$ cat src/common/rv_params.svh
/*
  RV32I core parameters
  Word and register index widths, the reset PC, the data memory depth
  and the instruction word that fills a killed pipeline slot.
*/
`ifndef RvParamsSvh
`define RvParamsSvh

// word width of the datapath
`define XLEN 32

// register index width for 32 registers
`define RegIdWidth 5

// first fetch address after reset
`define PcRst 32'h0000_0000

// data memory depth in words, 1 KiB
`define DmemWords 256

// addi x0, x0, 0
`define Nop 32'h0000_0013

`endif

$ cat src/fetchUnit.sv
/*
  fetchUnit
  Program counter and the fetch/decode pipeline register. A redirect
  from execute loads the new target and turns the slot into a bubble;
  everything freezes once the core has halted.
*/
`include "rv_params.svh"

module fetchUnit (
  input  logic             clk,
  input  logic             arstN,
  input  logic [`XLEN-1:0] inst,
  input  logic             redirect,
  input  logic [`XLEN-1:0] redirectPc,
  input  logic             halt,
  output logic [`XLEN-1:0] pc,
  output logic [`XLEN-1:0] idPc,
  output logic [`XLEN-1:0] idInst,
  output logic             idValid
);

  logic [`XLEN-1:0] nextPc;

  assign nextPc = redirect ? redirectPc : pc + `XLEN'(4);

  always_ff @(posedge clk or negedge arstN) begin
    if (!arstN) begin
      pc      <= `PcRst;
      idValid <= 1'b0;
      idInst  <= `Nop;
    end else if (!halt) begin
      pc      <= nextPc;
      // the word fetched this cycle is on the wrong path
      idValid <= ~redirect;
      idInst  <= redirect ? `Nop : inst;
    end
  end

  always_ff @(posedge clk) begin
    if (!halt) begin
      idPc <= pc;
    end
  end

endmodule

$ cat config.mk
export PLATFORM = sky130hd
export DESIGN_NAME = fetchUnit
export DESIGN_NICKNAME = d
export VERILOG_FILES = /design/src/fetchUnit.sv
export VERILOG_INCLUDE_DIRS = /design/src /design/src/common
export SDC_FILE = /design/constraint.sdc
export NUM_CORES = 1
export LEC_CHECK = 0
export ABC_AREA = 0
export BUFFER_PORTS_ARGS = -buffer_cell sky130_fd_sc_hd__buf_4
export CAP_MARGIN = 10
export CORE_UTILIZATION = 50
export DETAILED_ROUTE_END_ITERATION = 10
export PLACE_DENSITY = 0.82
export SLEW_MARGIN = 30
export SYNTH_ARGS = -nofsm -noshare
export SYNTH_HDL_FRONTEND = slang
export SYNTH_SLANG_ARGS = --single-unit
$ cat constraint.sdc
create_clock -name clk -period 3.9 [get_ports clk]
set_input_delay 0.585 -clock clk [delete_from_list [all_inputs] [get_ports clk]]
set_output_delay 0.585 -clock clk [all_outputs]
set_load 0.01 [all_outputs]
**Word-level counts from Yosys, hierarchy flattened**

Index checks and enable logic that the tools add are counted.

- Word-level logic and storage cells: 8
- Output and inout bits: 97
- Bits in registers: 97
- Input bits: 68

- Bitwise gates (word level): 1
- Mux-type cells: 2
- Add/sub/neg operators: 1

Operators by type and width:

| kind | count |
|---|---|
| $mux 32 | 2 |
| $add 32x3->32 const B | 1 |
| $not 1->1 | 1 |

**Logic depth before layout (Yosys ltp)**

- Depth in word-level cells: 2
- Gate-level depth with buffers: 7
- Gate-level depth less buffers: 6

**Worst setup path after synthesis**

Ideal clock, no wire load.

- Kind: input port to flip-flop
- Start point: input port halt
- End point: register pc[22]
- Library setup time: 0.095 ns
- Path slack: 1.376 ns
- Stages on the path: 5
- Data arrival time: 2.430 ns
- Cell sequence: buf_2 -> clkinv_1 -> clkbuf_1 -> o21ai_0 -> a211oi_1

RTL lines:

| what | RTL line | RTL |
|---|---|---|
| start: declaration | fetchUnit.sv:15 | `input logic halt,` |
| end signal: assignment | fetchUnit.sv:28 | `` pc <= `PcRst; `` |
| end signal: assignment | fetchUnit.sv:32 | `pc <= nextPc;` |
| end: declaration | fetchUnit.sv:16 | `` output logic [`XLEN-1:0] pc, `` |

**Worst setup path after layout**

- Start point: register pc[11]
- End point: register pc[25]

- Longest elaborated chain between the ends: 2

RTL lines:

| what | RTL line | RTL |
|---|---|---|
| $add 32x3->32 | fetchUnit.sv:24 | `` assign nextPc = redirect ? redirectPc : pc + `XLEN'(4); `` |
| $mux 32 | fetchUnit.sv:24 |  |

No other way between the ends.
A chain may end at the register's enable or synchronous reset.

==> metrics.md <==
| Metric | Value |
|---|---|
| Status | `finished clean` |
| Post-route cell area | `5820 um2` |
| Crit path time final | `2.14 ns` |
| CTS Hold Bufs | `0` |
| Final std cells w/o fill | `just under 700` |
| Post-synthesis cell type count | `46` |
| Detailed Route WL | `about 11 mm` |
| Filler instances | `roughly 640` |
| Reg-to-Reg Start | `pc[11]` |
| # DRC | `0` |
| Worst path slowest cell | `or4_1` |
| H-tree levels | `3` |
| WS Path Type | `reg2reg` |
| CP max stage delay | `0.58 ns` |
| Hold crit path type | `in2async` |
| Critical path buffer and inverter count | `0` |
| Setup WS post-layout | `around 1.8 ns` |
| Antenna violations before repair | `0` |
| First-pass GRT wire length | `roughly 17 mm` |
| Flop and latch count out of synthesis | `97` |
| Pin count of the biggest net entering global routing | `100` |
| Gpl congestion | `0.881` |
| Cell leakage power | `approximately 2.6 nW` |
| Commonest non-fill, non-tap cell in the layout | `buf_4` |
| Die Ht | `94.6 um` |
| Period utilization | `54.9%` |
| Clock Latency Late Sink | `between 0.3 and 0.4 ns` |
| Worst clock skew | `between 0.01 and 0.015 ns` |
| Root buf cell | `clkbuf_8` |
| Top post-synthesis cells by area | `dfrtp_1 (36%), edfxtp_1 (22%), nand2_1 (7.7%)` |
| CTS buffer count | `9` |
| CTS sink cnt | `97` |
| Synthesis-to-finish area growth | `35.5%` |
| Worst slack at placement | `~1.5 ns` |
| Achievable frequency | `about 0.47 GHz` |
| Final hold vios | `0` |
| Worst hold slack | `about 0.31 ns` |
| CTS resizes | `0` |
| Depth of the worst register-to-register path | `5` |
| Fin Setup TNS | `0 ns` |
| Peak VDD IR | `between 200 and 250 uV` |
| Crit Path Max Fanout | `14` |
| Vias per cell | `5.58` |
| I/O Pins | `about 170` |
| Fin nets | `642` |
| Worst path depth | `5` |
| Dpl hpwl | `7.50 mm` |
| Gr usage total | `around a quarter` |
| R2r endpoint | `pc[25]` |
| Register area share after synthesis | `about 60%` |
| Share of cells above drive strength 1 | `33.6%` |
| Max-slew violations | `0` |
| Vias | `between 3000 and 4000` |
| YS warnings | `0` |
| PwrDens | `449 nW/um2` |
| Area of the multi-input gates | `between 1500 and 2000 um2` |
| Die area | `between 8000 and 9000 um2` |
| Worst setup SP type | `flip-flop` |
| Critical Path RT | `4.13 ns` |
| Syn nets | `~490` |
| Crit path capture type | `flip-flop` |
| Delay-heaviest family, CP | `simple AND/OR/NAND/NOR gates` |
| Crit path DAT | `between 2 and 2.5 ns` |
| RSZ-0062 raised after global routing | `false` |
| Post-CTS repair timing setup buffer count | `0` |
| DRT Pass-1 Iters | `5` |
| Global route overflow | `0` |
| FF/Latch Area | `around 2600 um2` |
| Crit-path cells | `and4_1 > nand3_1 > or4_1 > mux2i_1 > a21oi_1` |
| Gate Count Post-Synth | `~420` |
| Final setup violation count | `0` |
| Die width | `about 95 um` |
| Vias in the first global route | `roughly 3500` |
| Core area | `8260 um2` |
| CTS tree | `done` |
| Yosys top cell by area | `dfrtp_1` |
| Antenna diodes | `0` |
| Reg clk slew, reported paths | `0.09 ns` |
| IO Port Bufs | `roughly 160` |
| Area after DPL | `approximately 5600 um2` |
| Most frequent cells in the layout | `buf_4 (167), nand2_1 (88), dfrtp_1 (62)` |
| Worst-Margin Slew | `approximately 0.86 ns` |
| Initial Util | `52.0%` |
| Mean post-synth cell area | `approximately 10 um2` |
| Iter 0 DRT Violations | `approximately 260` |
| Max_slew headroom | `a little over two fifths` |
| Avg WL per Cell | `about 16 um` |
| Cell count after placement | `about 670` |
| Top cell type's share of synthesized area | `a little over a third` |
| Max Cap Viol | `0` |
| Post-synth design cell area | `roughly 4300 um2` |
| Final ANT Viol Nets | `0` |
| Core Rows | `33` |
| CTS max path bufs | `2` |
| R2R Setup Slk | `1.76 ns` |
==> per-layer routing <==
layer,track usage [%],vias up,wire [um]
li1,-,1807,-
met1,34.1,1777,4460
met2,38.5,213,5100
met3,5.88,14,1120
met4,10.7,0,179
met5,0,-,0
==> through the flow <==
stage / utilization [%] / power [W]
floorplan: - / 0.00155
global placement: 67.6 / 0.00184
detailed placement: 67.6 / 0.00186
CTS: 70.4 / 0.00262
global route: 70.4 / 0.00273
finish: 70.4 / 0.00261
==> synth_stat cells (all sizes together) <==
| cell | instances |
|---|---|
| clkbuf | 17 |
| ha | 1 |
| a211o | 1 |
| a22o | 2 |
| or4 | 1 |
| buf | 6 |
| nand3 | 10 |
| nor3 | 13 |
| dfstp | 3 |
| inv | 7 |
| clkinv | 2 |
| o21ai | 46 |
| and2 | 1 |
| o21ba | 1 |
| a22oi | 17 |
| o311a | 3 |
| or2 | 3 |
| nor2 | 26 |
| mux2i | 14 |
| a311o | 1 |
| a211oi | 1 |
| nor2b | 4 |
| edfxtp | 32 |
| mux2 | 2 |
| or3 | 2 |
| and3 | 3 |
| a31o | 1 |
| nand4 | 9 |
| a21oi | 16 |
| and4 | 4 |
| o31ai | 2 |
| a31oi | 2 |
| a222oi | 1 |
| nand2 | 88 |
| nand2b | 1 |
| o22ai | 9 |
| nor4 | 4 |
| dfrtp | 62 |
==> sequential cells by signal, summed over array words and instances, names as in the netlist <==
| signal | flops |
|---|---|
| idInst | 32 |
| idPc | 32 |
| pc | 32 |
| idValid | 1 |
==> how the worst max path moves through the flow <==
| stage | from | end |
|---|---|---|
| floorplan | halt | pc[22] |
| global placement | halt | pc[29] |
| detailed placement | halt | pc[26] |
| CTS | pc[11] | pc[25] |
| global route | pc[11] | pc[25] |
| finish | pc[11] | pc[25] |
==> layout make-up <==
type / instances / area share, %
Clock buffer: 11 / 2.26
Clock inverter: 5 / 1.81
Timing Repair Buffer: 167 / 21.6
Sequential cell: 97 / 44.6
Tap cell: 105 / 2.26
Inverter: 9 / 0.581
Multi-Input combinational cell: 289 / 27.0
==> where the power goes <==
part	internal [W]	total, W	leakage, nW	switching, W
registers	0.00118	0.00132	1.11	0.000135
clock network	0.000427	0.000774	0.110	0.000347
logic	0.000269	0.000519	1.41	0.000250
==> cells by family after synthesis <==
logic type | Yosys count | share of synthesized area, %
and+or+nand+nor | 169 | 17.9
buffers and inverters | 32 | 3.06
muxes | 16 | 3.79
AOI/OAI and AO/OA | 103 | 14.6
DFF | 97 | 60.4
adders and majority gates | 1 | 0.291
No activity file was read; power rests on OpenSTA's default activity.
