==> config.mk <==
export PLATFORM = sky130hd
export DESIGN_NAME = registerFile
export DESIGN_NICKNAME = d
export VERILOG_FILES = /design/src/registerFile.sv
export VERILOG_INCLUDE_DIRS = /design/src /design/src/common
export SDC_FILE = /design/constraint.sdc
export NUM_CORES = 2
export LEC_CHECK = 0
export BUFFER_PORTS_ARGS = -buffer_cell sky130_fd_sc_hd__buf_2
export CORE_ASPECT_RATIO = 1.4
export CORE_MARGIN = 4
export CORE_UTILIZATION = 65
export CTS_CLUSTER_DIAMETER = 50
export DETAILED_ROUTE_END_ITERATION = 10
export PLACE_DENSITY = 0.85
export SYNTH_ARGS = -nofsm -noshare
export SYNTH_HDL_FRONTEND = slang
export SYNTH_SLANG_ARGS = --single-unit
==> constraint.sdc <==
create_clock -name clk -period 4.57 [get_ports clk]
set_input_delay 0.6855 -clock clk [delete_from_list [all_inputs] [get_ports clk]]
set_output_delay 0.6855 -clock clk [all_outputs]
set_load 0.02 [all_outputs]
==> src/common/rv_params.svh <==
/*
  RV32I core parameters
  Word and register index widths, the reset PC, the data memory depth
  and the instruction word that fills a killed pipeline slot.
*/
`ifndef RvParamsSvh
`define RvParamsSvh

// word width of the datapath
`define XLEN 32

// register index width for 32 registers
`define RegIdWidth 5

// first fetch address after reset
`define PcRst 32'h0000_0000

// data memory depth in words, 1 KiB
`define DmemWords 256

// addi x0, x0, 0
`define Nop 32'h0000_0013

`endif

==> src/registerFile.sv <==
/*
  registerFile
  32 x 32-bit integer registers with x0 hard-wired to zero. A read of
  the register written in the same cycle returns the new value.
*/
`include "rv_params.svh"

module registerFile (
  input  logic                   clk,
  input  logic                   arstN,
  input  logic [`RegIdWidth-1:0] rs1,
  input  logic [`RegIdWidth-1:0] rs2,
  input  logic                   wen,
  input  logic [`RegIdWidth-1:0] wrd,
  input  logic [`XLEN-1:0]       wdata,
  output logic [`XLEN-1:0]       rdata1,
  output logic [`XLEN-1:0]       rdata2
);

  // x0 has no storage
  logic [`XLEN-1:0] regs [1:31];

  always_ff @(posedge clk or negedge arstN) begin
    if (!arstN) begin
      for (int i = 1; i < 32; i++) begin
        regs[i] <= '0;
      end
    end else if (wen && wrd != '0) begin
      regs[wrd] <= wdata;
    end
  end

  // write-first bypass
  assign rdata1 = (rs1 == '0) ? '0 : (wen && rs1 == wrd) ? wdata : regs[rs1];
  assign rdata2 = (rs2 == '0) ? '0 : (wen && rs2 == wrd) ? wdata : regs[rs2];

endmodule

Word level (Yosys, flattened, before mapping)
Index checks and enable logic that the tools add are counted.
{ "word_totals": {"ff_bits": 992, "input_bits": 50, "output_inout_bits": 64, "elab_cells": 60} }
{ "classes": {"n_lt_le_gt_ge": 4, "n_eq_ne": 2, "muxes": 13, "bitwise_logic": 3, "n_reduce_logical": 7} }
{ "op_table": {"columns": ["operator", "n"], "rows": [
  ["992-bit bitwise mux", 1],
  ["32-bit binary-select mux with 5-bit select", 2],
  ["32-bit 2-to-1 mux", 9],
  ["32-bit demux with 5-bit select", 1],
  ["6-bit >= comparator (second input constant)", 3],
  ["5-bit NOT with 6-bit output", 3],
  ["5-bit == test", 2],
  ["5-bit logical NOT", 2],
  ["6-bit by 1-bit less-than comparator with 1-bit output (second input constant)", 1],
  ["5-bit nonzero test", 1],
  ["1-bit logical AND", 4]
]} }

Logic depth before layout (Yosys ltp)
{ "logic_depth": {"word_depth": 6, "depth_mapped": 10, "mapped_depth_nobuf": 5} }

Least setup slack after synthesis
Ideal clock, no wire load.
{ "synth_path": {"path_kind": "in2out", "from": "in rs1[1]", "to": "out rdata1[1]", "t_arrival_ns": 2.588, "required_ns": 3.885, "path_slack_ns": 1.296, "cell_stages": 7, "n_path_buf": 4, "path_cell_list": "buf_4 > buf_4 > buf_2 > clkbuf_1 > mux4_2 > o22ai_1 > o41ai_1"} }
{ "synth_via": {"elab_chain_len": 6, "elab_cells_between_ends": 9, "classes_between": "eq/ne: 1; mux: 5; bitwise: 1; reduce/logical: 2"} }
{ "synth_rtl": {"columns": ["item", "line", "source"], "rows": [
  ["from (decl)", "registerFile.sv:11", "input logic [`RegIdWidth-1:0] rs1,"],
  ["5-bit NOT with 6-bit output (not written as such)", "registerFile.sv:34", "assign rdata1 = (rs1 == '0) ? '0 : (wen && rs1 == wrd) ? wdata : regs[rs1];"],
  ["32-bit binary-select mux with 5-bit select", "registerFile.sv:34", null],
  ["32-bit 2-to-1 mux (not written as such) (2 in a row)", "registerFile.sv:34", null],
  ["32-bit 2-to-1 mux", "registerFile.sv:34", null],
  ["32-bit 2-to-1 mux *", "registerFile.sv:34", null],
  ["to (decl)", "registerFile.sv:16", "output logic [`XLEN-1:0] rdata1,"]
]} }
Every way passes the cells marked *; elsewhere a longest branch is shown, timed or not. The select of a mux whose other input is x is not followed.

Final worst setup path
{ "layout_path": {"from": "in rs2[0]", "to": "out rdata2[30]"} }
{ "layout_via": {"elab_chain_len": 6, "elab_cells_between_ends": 9, "classes_between": "eq/ne: 1; mux: 5; bitwise: 1; reduce/logical: 2"} }
{ "layout_rtl": {"columns": ["item", "line", "source"], "rows": [
  ["from (decl)", "registerFile.sv:12", "input logic [`RegIdWidth-1:0] rs2,"],
  ["5-bit NOT with 6-bit output (not written as such)", "registerFile.sv:35", "assign rdata2 = (rs2 == '0) ? '0 : (wen && rs2 == wrd) ? wdata : regs[rs2];"],
  ["32-bit binary-select mux with 5-bit select", "registerFile.sv:35", null],
  ["32-bit 2-to-1 mux (not written as such) (2 in a row)", "registerFile.sv:35", null],
  ["32-bit 2-to-1 mux", "registerFile.sv:35", null],
  ["32-bit 2-to-1 mux *", "registerFile.sv:35", null],
  ["to (decl)", "registerFile.sv:17", "output logic [`XLEN-1:0] rdata2"]
]} }
Marked as above.

==> impl_metrics.py <==
metrics = {
    "clock_network": {
        "cts-htree-levels": 3,
        "cts_tree": "yes",
        "numCtsBuffers": 97,
        "root_buffer": "clkbuf_16",
        "clkSinkCount": 992,
        "insertion_delay_ns": 0.66,
        "clock_path_buffers": 3,
        "cts-hold-fix-buffers": 0,
        "clk_pin_slew_ns": 0.06,
    },
    "pwr": {
        "p_total_uw": 26100,
        "p_comb_share_pct": 21.8,
        "switching_power_uw": 7320,
        "power_frac_seq_pct": 45.4,
        "leakagePower_uw": 0.0258,
        "clkPwrFrac_pct": 32.8,
        "power_density_nw_per_um2": 440,
        "internal_power_uw": 18800,
        "swShare_pct": 28.0,
        "peakVddDrop_mv": 0.360,
    },
    "timing": {
        "tightest_slew_ns": 1.14,
        "fin_tns_setup_ns": 0,
        "fmax_ghz": 0.229,
        "slew_headroom_pct": 23.9,
        "hold_viol_final": 0,
        "min_period_over_period_pct": 95.3,
        "rsz0062_at_grt": "false",
        "finalMaxSlewViolations": 0,
        "period_needed_ns": 4.36,
        "finClkSkew_ns": 0,
        "finalSetupViolations": 0,
    },
    "routing": {
        "dr.first_iter.drc_count": 4819,
        "post_drt_via_cell_ratio": 7.89,
        "ant_nets": 0,
        "num_vias": 37800,
        "drt_first_pass_iters": 8,
        "drc": 0,
        "wire_per_inst_um": 36.4,
        "drt-total-wl_um": 174000,
    },
    "cells_and_area": {
        "largest_reg_flops": 992,
        "top_regs": "regs x992",
        "ff_latch_area_um2": 24800,
        "largest_register": "regs",
        "syn_to_final_growth_pct": 10.7,
        "fin_nets": 3684,
        "multiInputGateArea_um2": 27100,
        "fillers": 4859,
        "drive_above_1_share_pct": 54.5,
    },
    "worst_setup_path": {
        "critPathKind": "in2out",
        "worstSetupStartpointType": "input pin",
        "cp.required_ns": 3.88,
        "crit_fanout": 40,
        "setup.worst_path.end_class": "primary output",
        "cp_data_arrival_time_ns": 3.67,
    },
    "global_route": {
        "grtUsageTotal_pct": 39.8,
        "globalRouteOverflowTotal": 0,
        "grt_pass1_wl_um": 258000,
        "antenna_found_initial": 7,
        "first_global_vias": 39400,
        "grt_max_degree": 105,
    },
    "logic_synthesis": {
        "ys_ff_latch": 992,
        "synth_edf_count": 0,
        "seq_area_frac_synth_pct": 46.3,
        "netlist_instances": 3632,
        "synth_ff_type": "dfrtp_1",
        "synth.distinct_cells": 60,
        "synth_fp_nets": 3682,
        "ys_warn_count": 0,
        "synthesis.area_um2": 53700,
        "postSynthAreaPerCell_um2": 14.8,
        "synthArstFlopShare_pct": 100,
    },
    "die": {
        "core_um2": 81800,
        "start_util_pct": 65.6,
        "rows": 124,
        "die_h_um": 348,
        "die_w_um": 251,
        "io_pins": 114,
        "die-area_um2": 87300,
    },
    "place": {
        "gp_congestion": 0.914,
        "port-buffer-count": 113,
        "dp_hpwl_um": 106000,
    },
    "min_path": {
        "min_path_type": "in2async",
    },
    "job": {
        "drv_cap": 0,
    },
    "run_status": {
        "status": "completed",
    },
}
[Yosys cell counts (14+ instances only)]
cell type	number	area, µm²
nor2b_1	20	125
mux2_2	1084	12200
dfrtp_1	992	24800
buf_1	51	191
buf_4	31	233
a221o_1	44	440
mux2i_1	68	681
a221oi_1	67	587
nor3_1	70	350
nand2_1	67	251
buf_6	19	214
buf_2	77	385
clkbuf_1	217	815
a211oi_1	62	465
nor2_1	101	379
o22ai_1	30	188
mux4_2	426	9590
a22o_1	38	333
o41ai_1	14	123
a22oi_1	14	105
[path summary, 6_finish.rpt]
kind | to | slack, ns | cells past startpoint | startpoint
min | regs[826] | 0.01 | 1 | arstN
max reg2reg | regs[960] | 3.73 | 1 | regs[960]
max in group asynchronous | regs[22] | 3.19 | 3 | arstN
min in group clk | regs[182] | 0.52 | 1 | regs[182]
max | rdata2[30] | 0.21 | 10 | rs2[0]
min reg2reg | regs[182] | 0.52 | 1 | regs[182]
[metal layers]
layer,wire length (µm),vias up,GRT usage [%],share of wire [%]
met4,16200,2,29.4,9.3
met2,78600,3115,59.5,45
li1,-,14200,-,-
met3,22100,979,11.3,13
met5,7,-,0,0.0040
met1,57300,19500,50.1,33
[cells in the final DEF, fill, tap and decap left out, drive strengths merged, types with 6 or more instances in the layout]
master	netlist	layout
o21ai	6	6
mux4	430	430
nor2	101	101
o41ai	14	14
a22o	38	38
a22oi	14	14
nor3	70	70
clkbuf	217	143
nor2b	20	20
nand3b	6	6
nor3b	6	6
nand2	67	67
mux2	1087	1087
a221o	44	44
nand3	8	8
o21bai	9	9
a2111oi	8	8
mux2i	68	68
buf	182	302
xnor2	6	6
a31oi	8	8
bufinv	0	10
inv	1	7
and2	7	7
a21oi	7	7
o22ai	30	30
clkinv	1	12
o31ai	6	6
a221oi	70	70
a211oi	62	62
a21o	9	9
dfrtp	992	992
[power by group through the flow]
stage / sequential, µW / clock [µW] / combinational (µW)
2_1_floorplan: 11400 / 0 / 4230
3_5_place_dp: 11900 / 0 / 5570
5_1_grt: 12000 / 8940 / 6000
3_3_place_gp: 11700 / 0 / 5390
6_report: 11900 / 8550 / 5690
4_1_cts: 11800 / 8580 / 5630
[per-stage QoR]
stage	utilization [%]	hold WS (ns)	instances	setup WS (ns)	instance area [µm²]
2_1_floorplan	-	0.390	3632	1.30	53700
4_1_cts	72.6	0.0620	4781	0.131	59400
3_5_place_dp	68.5	0.511	4606	0.144	56000
5_1_grt	72.6	0.0646	4783	0.0641	59400
6_report	72.6	0.0126	4786	0.213	59400
3_3_place_gp	68.5	0.499	4606	0.269	56000
[critical path, stage by stage]
cell and delay [ns]:
buf_8 0.41, buf_12 0.28, buf_12 0.22, mux4_2 0.53, nand3_1 0.10, a31oi_1 0.10
a2111oi_1 0.83, buf_4 0.23, nor3_1 0.06, buf_2 0.18
[kinds of logic after synthesis]
family                 after synthesis  share of synthesized area [%]
AO/OA/AOI/OAI                      338                           5.17
XOR/XNOR                            10                          0.163
buffers and inverters              401                           3.57
flip-flops                         992                           46.3
multiplexers                      1585                           42.2
AND/OR/NAND/NOR                    306                           2.67
[cell type report]
cell class	instances	share of cell area (%)
multi-input cells	2239	45.7
inverters	2	0.0126
diodes	5	0.0211
clock inverters	32	0.761
well taps	1071	2.26
repair buffers	302	4.51
clock buffers	143	4.93
flip-flops and latches	992	41.8
[what timing repair did]
item,4_1_cts,5_1_grt
gates resized for setup,0,1
setup buffers,0,0
endpoints found under the setup margin,0,1
(Power assumes the default switching activity.)
