$ cat config.mk
export PLATFORM = sky130hd
export DESIGN_NAME = decodeUnit
export DESIGN_NICKNAME = d
export VERILOG_FILES = /design/src/common/rvPkg.sv /design/src/decode/decodeUnit.sv
export VERILOG_INCLUDE_DIRS = /design/src /design/src/common
export SDC_FILE = /design/constraint.sdc
export NUM_CORES = 1
export LEC_CHECK = 0
export ABC_AREA = 1
export ABC_CLOCK_PERIOD_IN_PS = 1240
export BUFFER_PORTS_ARGS = -buffer_cell sky130_fd_sc_hd__buf_2
export CAP_MARGIN = 0
export CORE_AREA = 2 2 113 115
export DETAILED_ROUTE_END_ITERATION = 10
export DIE_AREA = 0 0 115 117
export PLACE_DENSITY_LB_ADDON = 0.2
export SYNTH_ARGS = -nofsm -noshare
export SYNTH_HDL_FRONTEND = slang
export SYNTH_SLANG_ARGS = --single-unit
$ cat constraint.sdc
create_clock -name vclk -period 1.24
set_input_delay 0.124 -clock vclk [all_inputs]
set_output_delay 0.124 -clock vclk [all_outputs]
set_load 0.02 [all_outputs]
$ cat src/common/rv_params.svh
/*
  RV32I core parameters
  Word and register index widths, the reset PC, the data memory depth
  and the instruction word that fills a killed pipeline slot.
*/
`ifndef RvParamsSvh
`define RvParamsSvh

// word width of the datapath
`define XLEN 32

// register index width for 32 registers
`define RegIdWidth 5

// first fetch address after reset
`define PcRst 32'h0000_0000

// data memory depth in words, 1 KiB
`define DmemWords 256

// addi x0, x0, 0
`define Nop 32'h0000_0013

`endif

$ cat src/common/rvPkg.sv
/*
  rvPkg
  Encodings shared by the pipeline stages: RV32I major opcodes,
  ALU operations, branch kinds and load/store access widths.
*/
package rvPkg;

  // major opcodes, bits [6:0] of the instruction
  typedef enum logic [6:0] {
    opLoad   = 7'b0000011,
    opImm    = 7'b0010011,
    opAuipc  = 7'b0010111,
    opStore  = 7'b0100011,
    opReg    = 7'b0110011,
    opLui    = 7'b0110111,
    opBranch = 7'b1100011,
    opJalr   = 7'b1100111,
    opJal    = 7'b1101111,
    opSystem = 7'b1110011
  } opcodeT;

  typedef enum logic [3:0] {
    aluAdd, aluSub, aluSll, aluSlt, aluSltu, aluXor,
    aluSrl, aluSra, aluOr, aluAnd,
    // lui result is the immediate itself
    aluPassB
  } aluOpT;

  typedef enum logic [3:0] {
    brNone, brEq, brNe, brLt, brGe, brLtu, brGeu, brJal, brJalr
  } brOpT;

  // matches funct3[1:0] of loads and stores
  typedef enum logic [1:0] {
    wdtByte = 2'd0,
    wdtHalf = 2'd1,
    wdtWord = 2'd2
  } memWdtT;

endpackage

$ cat src/decode/decodeUnit.sv
/*
  decodeUnit
  Splits one RV32I instruction into register indexes, an immediate
  and the control flags used by execute and memory. Unknown encodings
  are flagged illegal and lose every side effect.
*/
`include "rv_params.svh"

module decodeUnit (
  input  logic [`XLEN-1:0]       idInst,
  input  logic                   idValid,
  input  logic [`XLEN-1:0]       idPc,
  input  logic [`XLEN-1:0]       rdata1,
  input  logic [`XLEN-1:0]       rdata2,
  output logic [`RegIdWidth-1:0] rs1,
  output logic [`RegIdWidth-1:0] rs2,
  output logic [`RegIdWidth-1:0] rd,
  output logic [`XLEN-1:0]       imm,
  output rvPkg::aluOpT           aluOp,
  output rvPkg::brOpT            brOp,
  output rvPkg::memWdtT          memWdt,
  output logic                   loadEn,
  output logic                   storeEn,
  output logic                   unsignedLd,
  output logic                   useImm,
  output logic                   usePc,
  output logic                   regWen,
  output logic                   isHalt,
  output logic                   isIllegal,
  output logic [`XLEN-1:0]       opA,
  output logic [`XLEN-1:0]       opB,
  output logic [`XLEN-1:0]       exPcOut,
  output logic                   exValidOut
);

  logic [2:0] funct3;
  logic [6:0] funct7;
  logic       legal;

  // alt selects sub / sra
  function automatic rvPkg::aluOpT aluFor(input logic [2:0] f3, input logic alt);
    case (f3)
      3'b000:  aluFor = alt ? rvPkg::aluSub : rvPkg::aluAdd;
      3'b001:  aluFor = rvPkg::aluSll;
      3'b010:  aluFor = rvPkg::aluSlt;
      3'b011:  aluFor = rvPkg::aluSltu;
      3'b100:  aluFor = rvPkg::aluXor;
      3'b101:  aluFor = alt ? rvPkg::aluSra : rvPkg::aluSrl;
      3'b110:  aluFor = rvPkg::aluOr;
      default: aluFor = rvPkg::aluAnd;
    endcase
  endfunction

  assign funct3     = idInst[14:12];
  assign funct7     = idInst[31:25];
  assign rs1        = idInst[19:15];
  assign rs2        = idInst[24:20];
  assign rd         = idInst[11:7];
  assign opA        = rdata1;
  assign opB        = rdata2;
  assign exPcOut    = idPc;
  assign exValidOut = idValid;

  always_comb begin
    // I-type immediate unless the format says otherwise
    imm        = {{20{idInst[31]}}, idInst[31:20]};
    aluOp      = rvPkg::aluAdd;
    brOp       = rvPkg::brNone;
    memWdt     = rvPkg::memWdtT'(funct3[1:0]);
    unsignedLd = funct3[2];
    loadEn     = 1'b0;
    storeEn    = 1'b0;
    useImm     = 1'b0;
    usePc      = 1'b0;
    regWen     = 1'b0;
    isHalt     = 1'b0;
    legal      = 1'b1;
    case (rvPkg::opcodeT'(idInst[6:0]))
      rvPkg::opLui: begin
        imm    = {idInst[31:12], 12'b0};
        aluOp  = rvPkg::aluPassB;
        useImm = 1'b1;
        regWen = 1'b1;
      end
      rvPkg::opAuipc: begin
        imm    = {idInst[31:12], 12'b0};
        usePc  = 1'b1;
        useImm = 1'b1;
        regWen = 1'b1;
      end
      rvPkg::opJal: begin
        imm    = {{11{idInst[31]}}, idInst[31], idInst[19:12], idInst[20],
                  idInst[30:21], 1'b0};
        brOp   = rvPkg::brJal;
        regWen = 1'b1;
      end
      rvPkg::opJalr: begin
        brOp   = rvPkg::brJalr;
        regWen = 1'b1;
        legal  = funct3 == 3'b000;
      end
      rvPkg::opBranch: begin
        imm   = {{19{idInst[31]}}, idInst[31], idInst[7], idInst[30:25],
                 idInst[11:8], 1'b0};
        legal = funct3[2:1] != 2'b01;
        case (funct3)
          3'b000:  brOp = rvPkg::brEq;
          3'b001:  brOp = rvPkg::brNe;
          3'b100:  brOp = rvPkg::brLt;
          3'b101:  brOp = rvPkg::brGe;
          3'b110:  brOp = rvPkg::brLtu;
          default: brOp = rvPkg::brGeu;
        endcase
      end
      rvPkg::opLoad: begin
        loadEn = 1'b1;
        useImm = 1'b1;
        regWen = 1'b1;
        legal  = funct3[1:0] != 2'b11 && funct3 != 3'b110;
      end
      rvPkg::opStore: begin
        imm     = {{20{idInst[31]}}, idInst[31:25], idInst[11:7]};
        storeEn = 1'b1;
        useImm  = 1'b1;
        legal   = !funct3[2] && funct3[1:0] != 2'b11;
      end
      rvPkg::opImm: begin
        // bit 30 is part of the immediate except for shifts
        aluOp  = aluFor(funct3, funct3 == 3'b101 && idInst[30]);
        useImm = 1'b1;
        regWen = 1'b1;
        if (funct3 == 3'b001) begin
          legal = funct7 == 7'b0;
        end else if (funct3 == 3'b101) begin
          legal = funct7 == 7'b0 || funct7 == 7'b0100000;
        end
      end
      rvPkg::opReg: begin
        aluOp  = aluFor(funct3, idInst[30]);
        regWen = 1'b1;
        legal  = funct7 == 7'b0 ||
                 (funct7 == 7'b0100000 && (funct3 == 3'b000 || funct3 == 3'b101));
      end
      rvPkg::opSystem: begin
        // only ebreak is supported
        isHalt = 1'b1;
        legal  = idInst == 32'h0010_0073;
      end
      default: legal = 1'b0;
    endcase
    if (!legal) begin
      regWen  = 1'b0;
      storeEn = 1'b0;
      loadEn  = 1'b0;
      brOp    = rvPkg::brNone;
      isHalt  = 1'b0;
    end
    isIllegal = !legal;
  end

endmodule

Word level (Yosys, flattened, before mapping)

Cells that the tools add are included.

Muxes and demuxes: 24
Shift operators: 0
$lt $le $gt $ge: 0
Eq/ne operators: 21
Add/subtract/negate cells: 0
Bitwise operators: 0
Divide/modulo/power cells: 0
Multiply operators: 0
Reduce and logical (&&, ||, !) cells: 15

Operators with widths:

| cell                 | number |
|---|---|
| $pmux 31 s4          | 1 |
| $pmux 4 s7           | 2 |
| $eq 32x21->1 const B | 1 |
| $eq 7x6->1 const B   | 4 |
| $eq 7x7->1 const B   | 4 |
| $pmux 4 s3           | 2 |
| $mux 1               | 16 |
| $pmux 3 s5           | 1 |
| $eq 7x5->1 const B   | 2 |
| $eq 3x3->1 const B   | 3 |
| $pmux 1 s8           | 1 |
| $eq 7x2->1 const B   | 1 |
| $logic_not 7->1      | 1 |
| $reduce_or 7->1      | 1 |
| $eq 3x2->1 const B   | 2 |
| $reduce_or 5->1      | 1 |
| $logic_and 1x1->1    | 4 |
| $mux 4               | 1 |
| $eq 3x1->1 const B   | 1 |
| $logic_not 3->1      | 1 |
| $logic_or 1x1->1     | 3 |
| $ne 3x3->1 const B   | 1 |
| $reduce_or 3->1      | 1 |
| $logic_not 1->1      | 2 |
| other kinds (3)      | 3 |

Memories kept: 0
Memory bits (writable): 0
ROM bits: 0
Word-level logic and storage cells: 60
Bits in latches: 0
Register bits after elaboration: 0
Input bits: 129
Output and inout port bits: 162

Depth between registers and ports, before layout

Word-level depth: 6
Depth in mapped cells: 10
Gate-level depth less buffers: 10

Worst setup path after synthesis

OpenSTA, ideal clock, no wires.

Path kind: input to output
From: input port idInst[1]
To: output port imm[12]
Setup slack: -0.108 ns
Buffers on the path: 0
Required time: 1.116 ns
Arrival: 1.224 ns
Cell stages on the path: 6
Path through: nand2_1 > nor2_2 > nand3_2 > nand2_2 > inv_2 > o21ai_0

Word-level cells in the longest chain between the ends: 3
Elaborated cells between the ends (all ways): 7
Classes of those cells: 5 x eq/ne; 1 x mux; 1 x reduce/logical

Ends and longest elaborated chain:

| what                                            | line             | text |
|---|---|---|
| start, declared                                 | decodeUnit.sv:10 | `` input logic [`XLEN-1:0] idInst, `` |
| $eq 7x5->1 / $eq 7x6->1 (equally long branches) | decodeUnit.sv:78 | `case (rvPkg::opcodeT'(idInst[6:0]))` |
| $reduce_or 2->1 (no line)                       | n/a              |  |
| $pmux 31 s4 *                                   | decodeUnit.sv:78 |  |
| end, declared                                   | decodeUnit.sv:18 | `` output logic [`XLEN-1:0] imm, `` |

Every way passes the cells marked *; elsewhere a longest branch is shown, timed or not.

Final worst setup path

From: input port idInst[2]
To: output port brOp[1]

Word-level cells in the longest chain between the ends: 4
Elaborated cells between the ends (all ways): 15
Classes of those cells: 11 x eq/ne; 3 x mux; 1 x reduce/logical

Ends and longest elaborated chain:

| what                               | line              | text |
|---|---|---|
| $eq 7x7->1 (tied with other cells) | decodeUnit.sv:78  |  |
| $reduce_or 3->1 (no line)          | n/a               |  |
| $pmux 1 s8                         | decodeUnit.sv:78  |  |
| $mux 4 *                           | decodeUnit.sv:151 | `if (!legal) begin` |
| end, declared                      | decodeUnit.sv:20  | `output rvPkg::brOpT brOp,` |

Marks and branches as above.

==> impl_metrics.toml <==
[outcome]
status = "complete, but fails checks"
violations = "negative setup slack"

[finish]
layout-drive-gt1-share_pct = 79.30
register_area_sq_um = 0
n_clock_buffer = 0
antenna_cells_inserted = 0
fin_cells = 493
area_delta_synth_final_pct = 76.32
finish.utilization_pct = 24.44
final_area_sq_um = 3009
nFlopsAndLatches = 0
fin_nets = 474

[grt]
antenna_found_initial = 0
grt_pass1_wl_um = 9846
grt_overflow = 0
grt_usage_pct = 9.315
grt_max_degree = 9
grt_pass1_vias = 1864

[placement]
dp.cells = 486
gp_congestion = 0.8062
placed_area_sq_um = 1978
post-dp-hpwl_um = 5889
numPortBuffers = 97

[floorplan]
die_y_um = 117
io_pins = 291
start_util_pct = 13.86
die_area_sq_um = 13460
rows = 41
dieWidth_um = 115
core_area_sq_um = 12310

[routing]
drc = 0
viasPerCell = 3.903
antenna_left = 0
routedWlPerCell_um = 14.09
via_count = 1924
firstDrtPassIters = 4
first_iter_violations = 34
routed_wl_um = 6946

[yosys]
yosysMostFrequentCell = "buf_4"
synthDominantCellAreaShare_pct = 51.03
synthesis.area_sq_um = 1707
ys_seq_area_share_pct = 0
synthDistinctLibCells = 21
yosysWarningCount = 0
yosysTopAreaCell = "buf_4"
netlist_top_cells_area = "buf_4 51%, nand2_1 11%, nor2_1 7.0%, inv_1 6.6%, o21ai_0 5.9%"
synthCells = 298
synth_nets = 427
synthTopCellsByCount = "116 x buf_4, 49 x nand2_1, 32 x nor2_1"
syn_avg_cell_area_sq_um = 5.727

[timing]
finalCriticalPeriod_ns = 1.448
setup_ws_ns = -0.2080
max-slew-margin-rel_pct = 79.45
max_freq_ghz = 0.6906
setup_violations = 37
hold_violations = 0
slew_viol_final = 0
worst_pin_slew_ns = 0.3082
fin_crit_sh_pct = 116.8
rsz0062_at_grt = "yes"

[critical_path]
crit_path_cell_trace = "buf_6 -> inv_4 -> nand2_4 -> nor2_4 -> nand2_4 -> nand2_1 -> nand2_1 -> nand3_2 -> nand3_2 -> nor2_4 -> nor2_2 -> buf_4"
critPathKind = "input pin to primary output"
worst_ep_required_time_ns = 1.12
cpLargestDelayFamily = "simple AND/OR/NAND/NOR gates"
endpoint_kind = "primary output"
critPathMaxFanout = 6
crit_buf_inv = 3
max_stage_delay_ns = 0.24
critPathLaunchType = "input pin"
cp_slowest_cell = "nor2_4"
cp.arrival_ns = 1.32

[pwr]
finalPower_uw = 867.7
p_leak_uw = 0.001480
power.density_nw_per_um2 = 288.4
ir_worst_vdd_mv = 0.1105

[run]
cap_violations = 0

[clock_tree]
postCtsHoldBufs = 0

[min_path]
hp-class = "input pin to primary output"
-- cell usage in the layout, fill, tap and decap left out, types with 3 or more instances in the layout --
cell     count
buf_4       61
buf_6       55
buf_2       37
nand2_1     30
nor2_4      19
inv_1       19
o21ai_2     15
nand2_2     13
nor2_2      12
nor2_1      11
nand2_4      9
inv_2        6
nand3_2      6
o21ai_4      5
inv_4        4
nand3_4      4
buf_8        4
buf_12       4
o21ai_1      3
-- final timing paths --
kind  cells past startpoint  slack [ns]          to  startpoint
max                      12       -0.21     brOp[1]   idInst[2]
min                       0        0.25  exPcOut[3]     idPc[3]
-- where the power goes --
| part | switching, uW | leakage [uW] | internal, uW |
|---|---|---|---|
| logic | 458 | 0.00148 | 410 |
| registers | 0 | 0 | 0 |
| clock network | 0 | 0 | 0 |
| total | 458 | 0.00148 | 410 |
-- metrics by stage --
stage | setup WS [ns] | hold slack (ns) | TNS [ns]
after floorplan | -0.1084 | 0.3278 | -0.8544
after global placement | -0.3707 | 0.2481 | -8.808
after detailed placement | -0.3750 | 0.2481 | -8.661
after CTS | -0.2522 | 0.2481 | -3.843
after global routing | -0.3106 | 0.2480 | -5.474
final | -0.2080 | 0.2480 | -3.080
-- what timing repair did --
item                                    CTS  global route
resized for setup                       202            75
pin swaps                                26            12
setup buffers                             7             3
cloned                                    2             0
endpoints found under the setup margin   44            46
-- cell type report --
cell class	instances	area (sq um)
Fill cell	1367	9303
Timing Repair Buffer	163	1458
Multi-Input combinational cell	146	1189
Tap cell	150	187.7
Inverter	34	175.2
-- kinds of logic (layout without fill, tap and decap cells) --
group | Yosys count | in the layout | share of synthesized area [%]
buffers and inverters | 152 | 197 | 59.02
and+or+nand+nor | 117 | 117 | 32.41
AOI/OAI and AO/OA | 29 | 29 | 8.578
-- layer usage --
metal / vias to the layer above / wire (um) / global-route usage [%]
met5: - / 0 / 0
met4: 0 / 229 / 3.052
met3: 38 / 613 / 1.596
met2: 122 / 3497 / 17.61
met1: 861 / 2607 / 10.60
li1: 903 / - / -
Note: power is estimated with default switching activity, not from simulation.
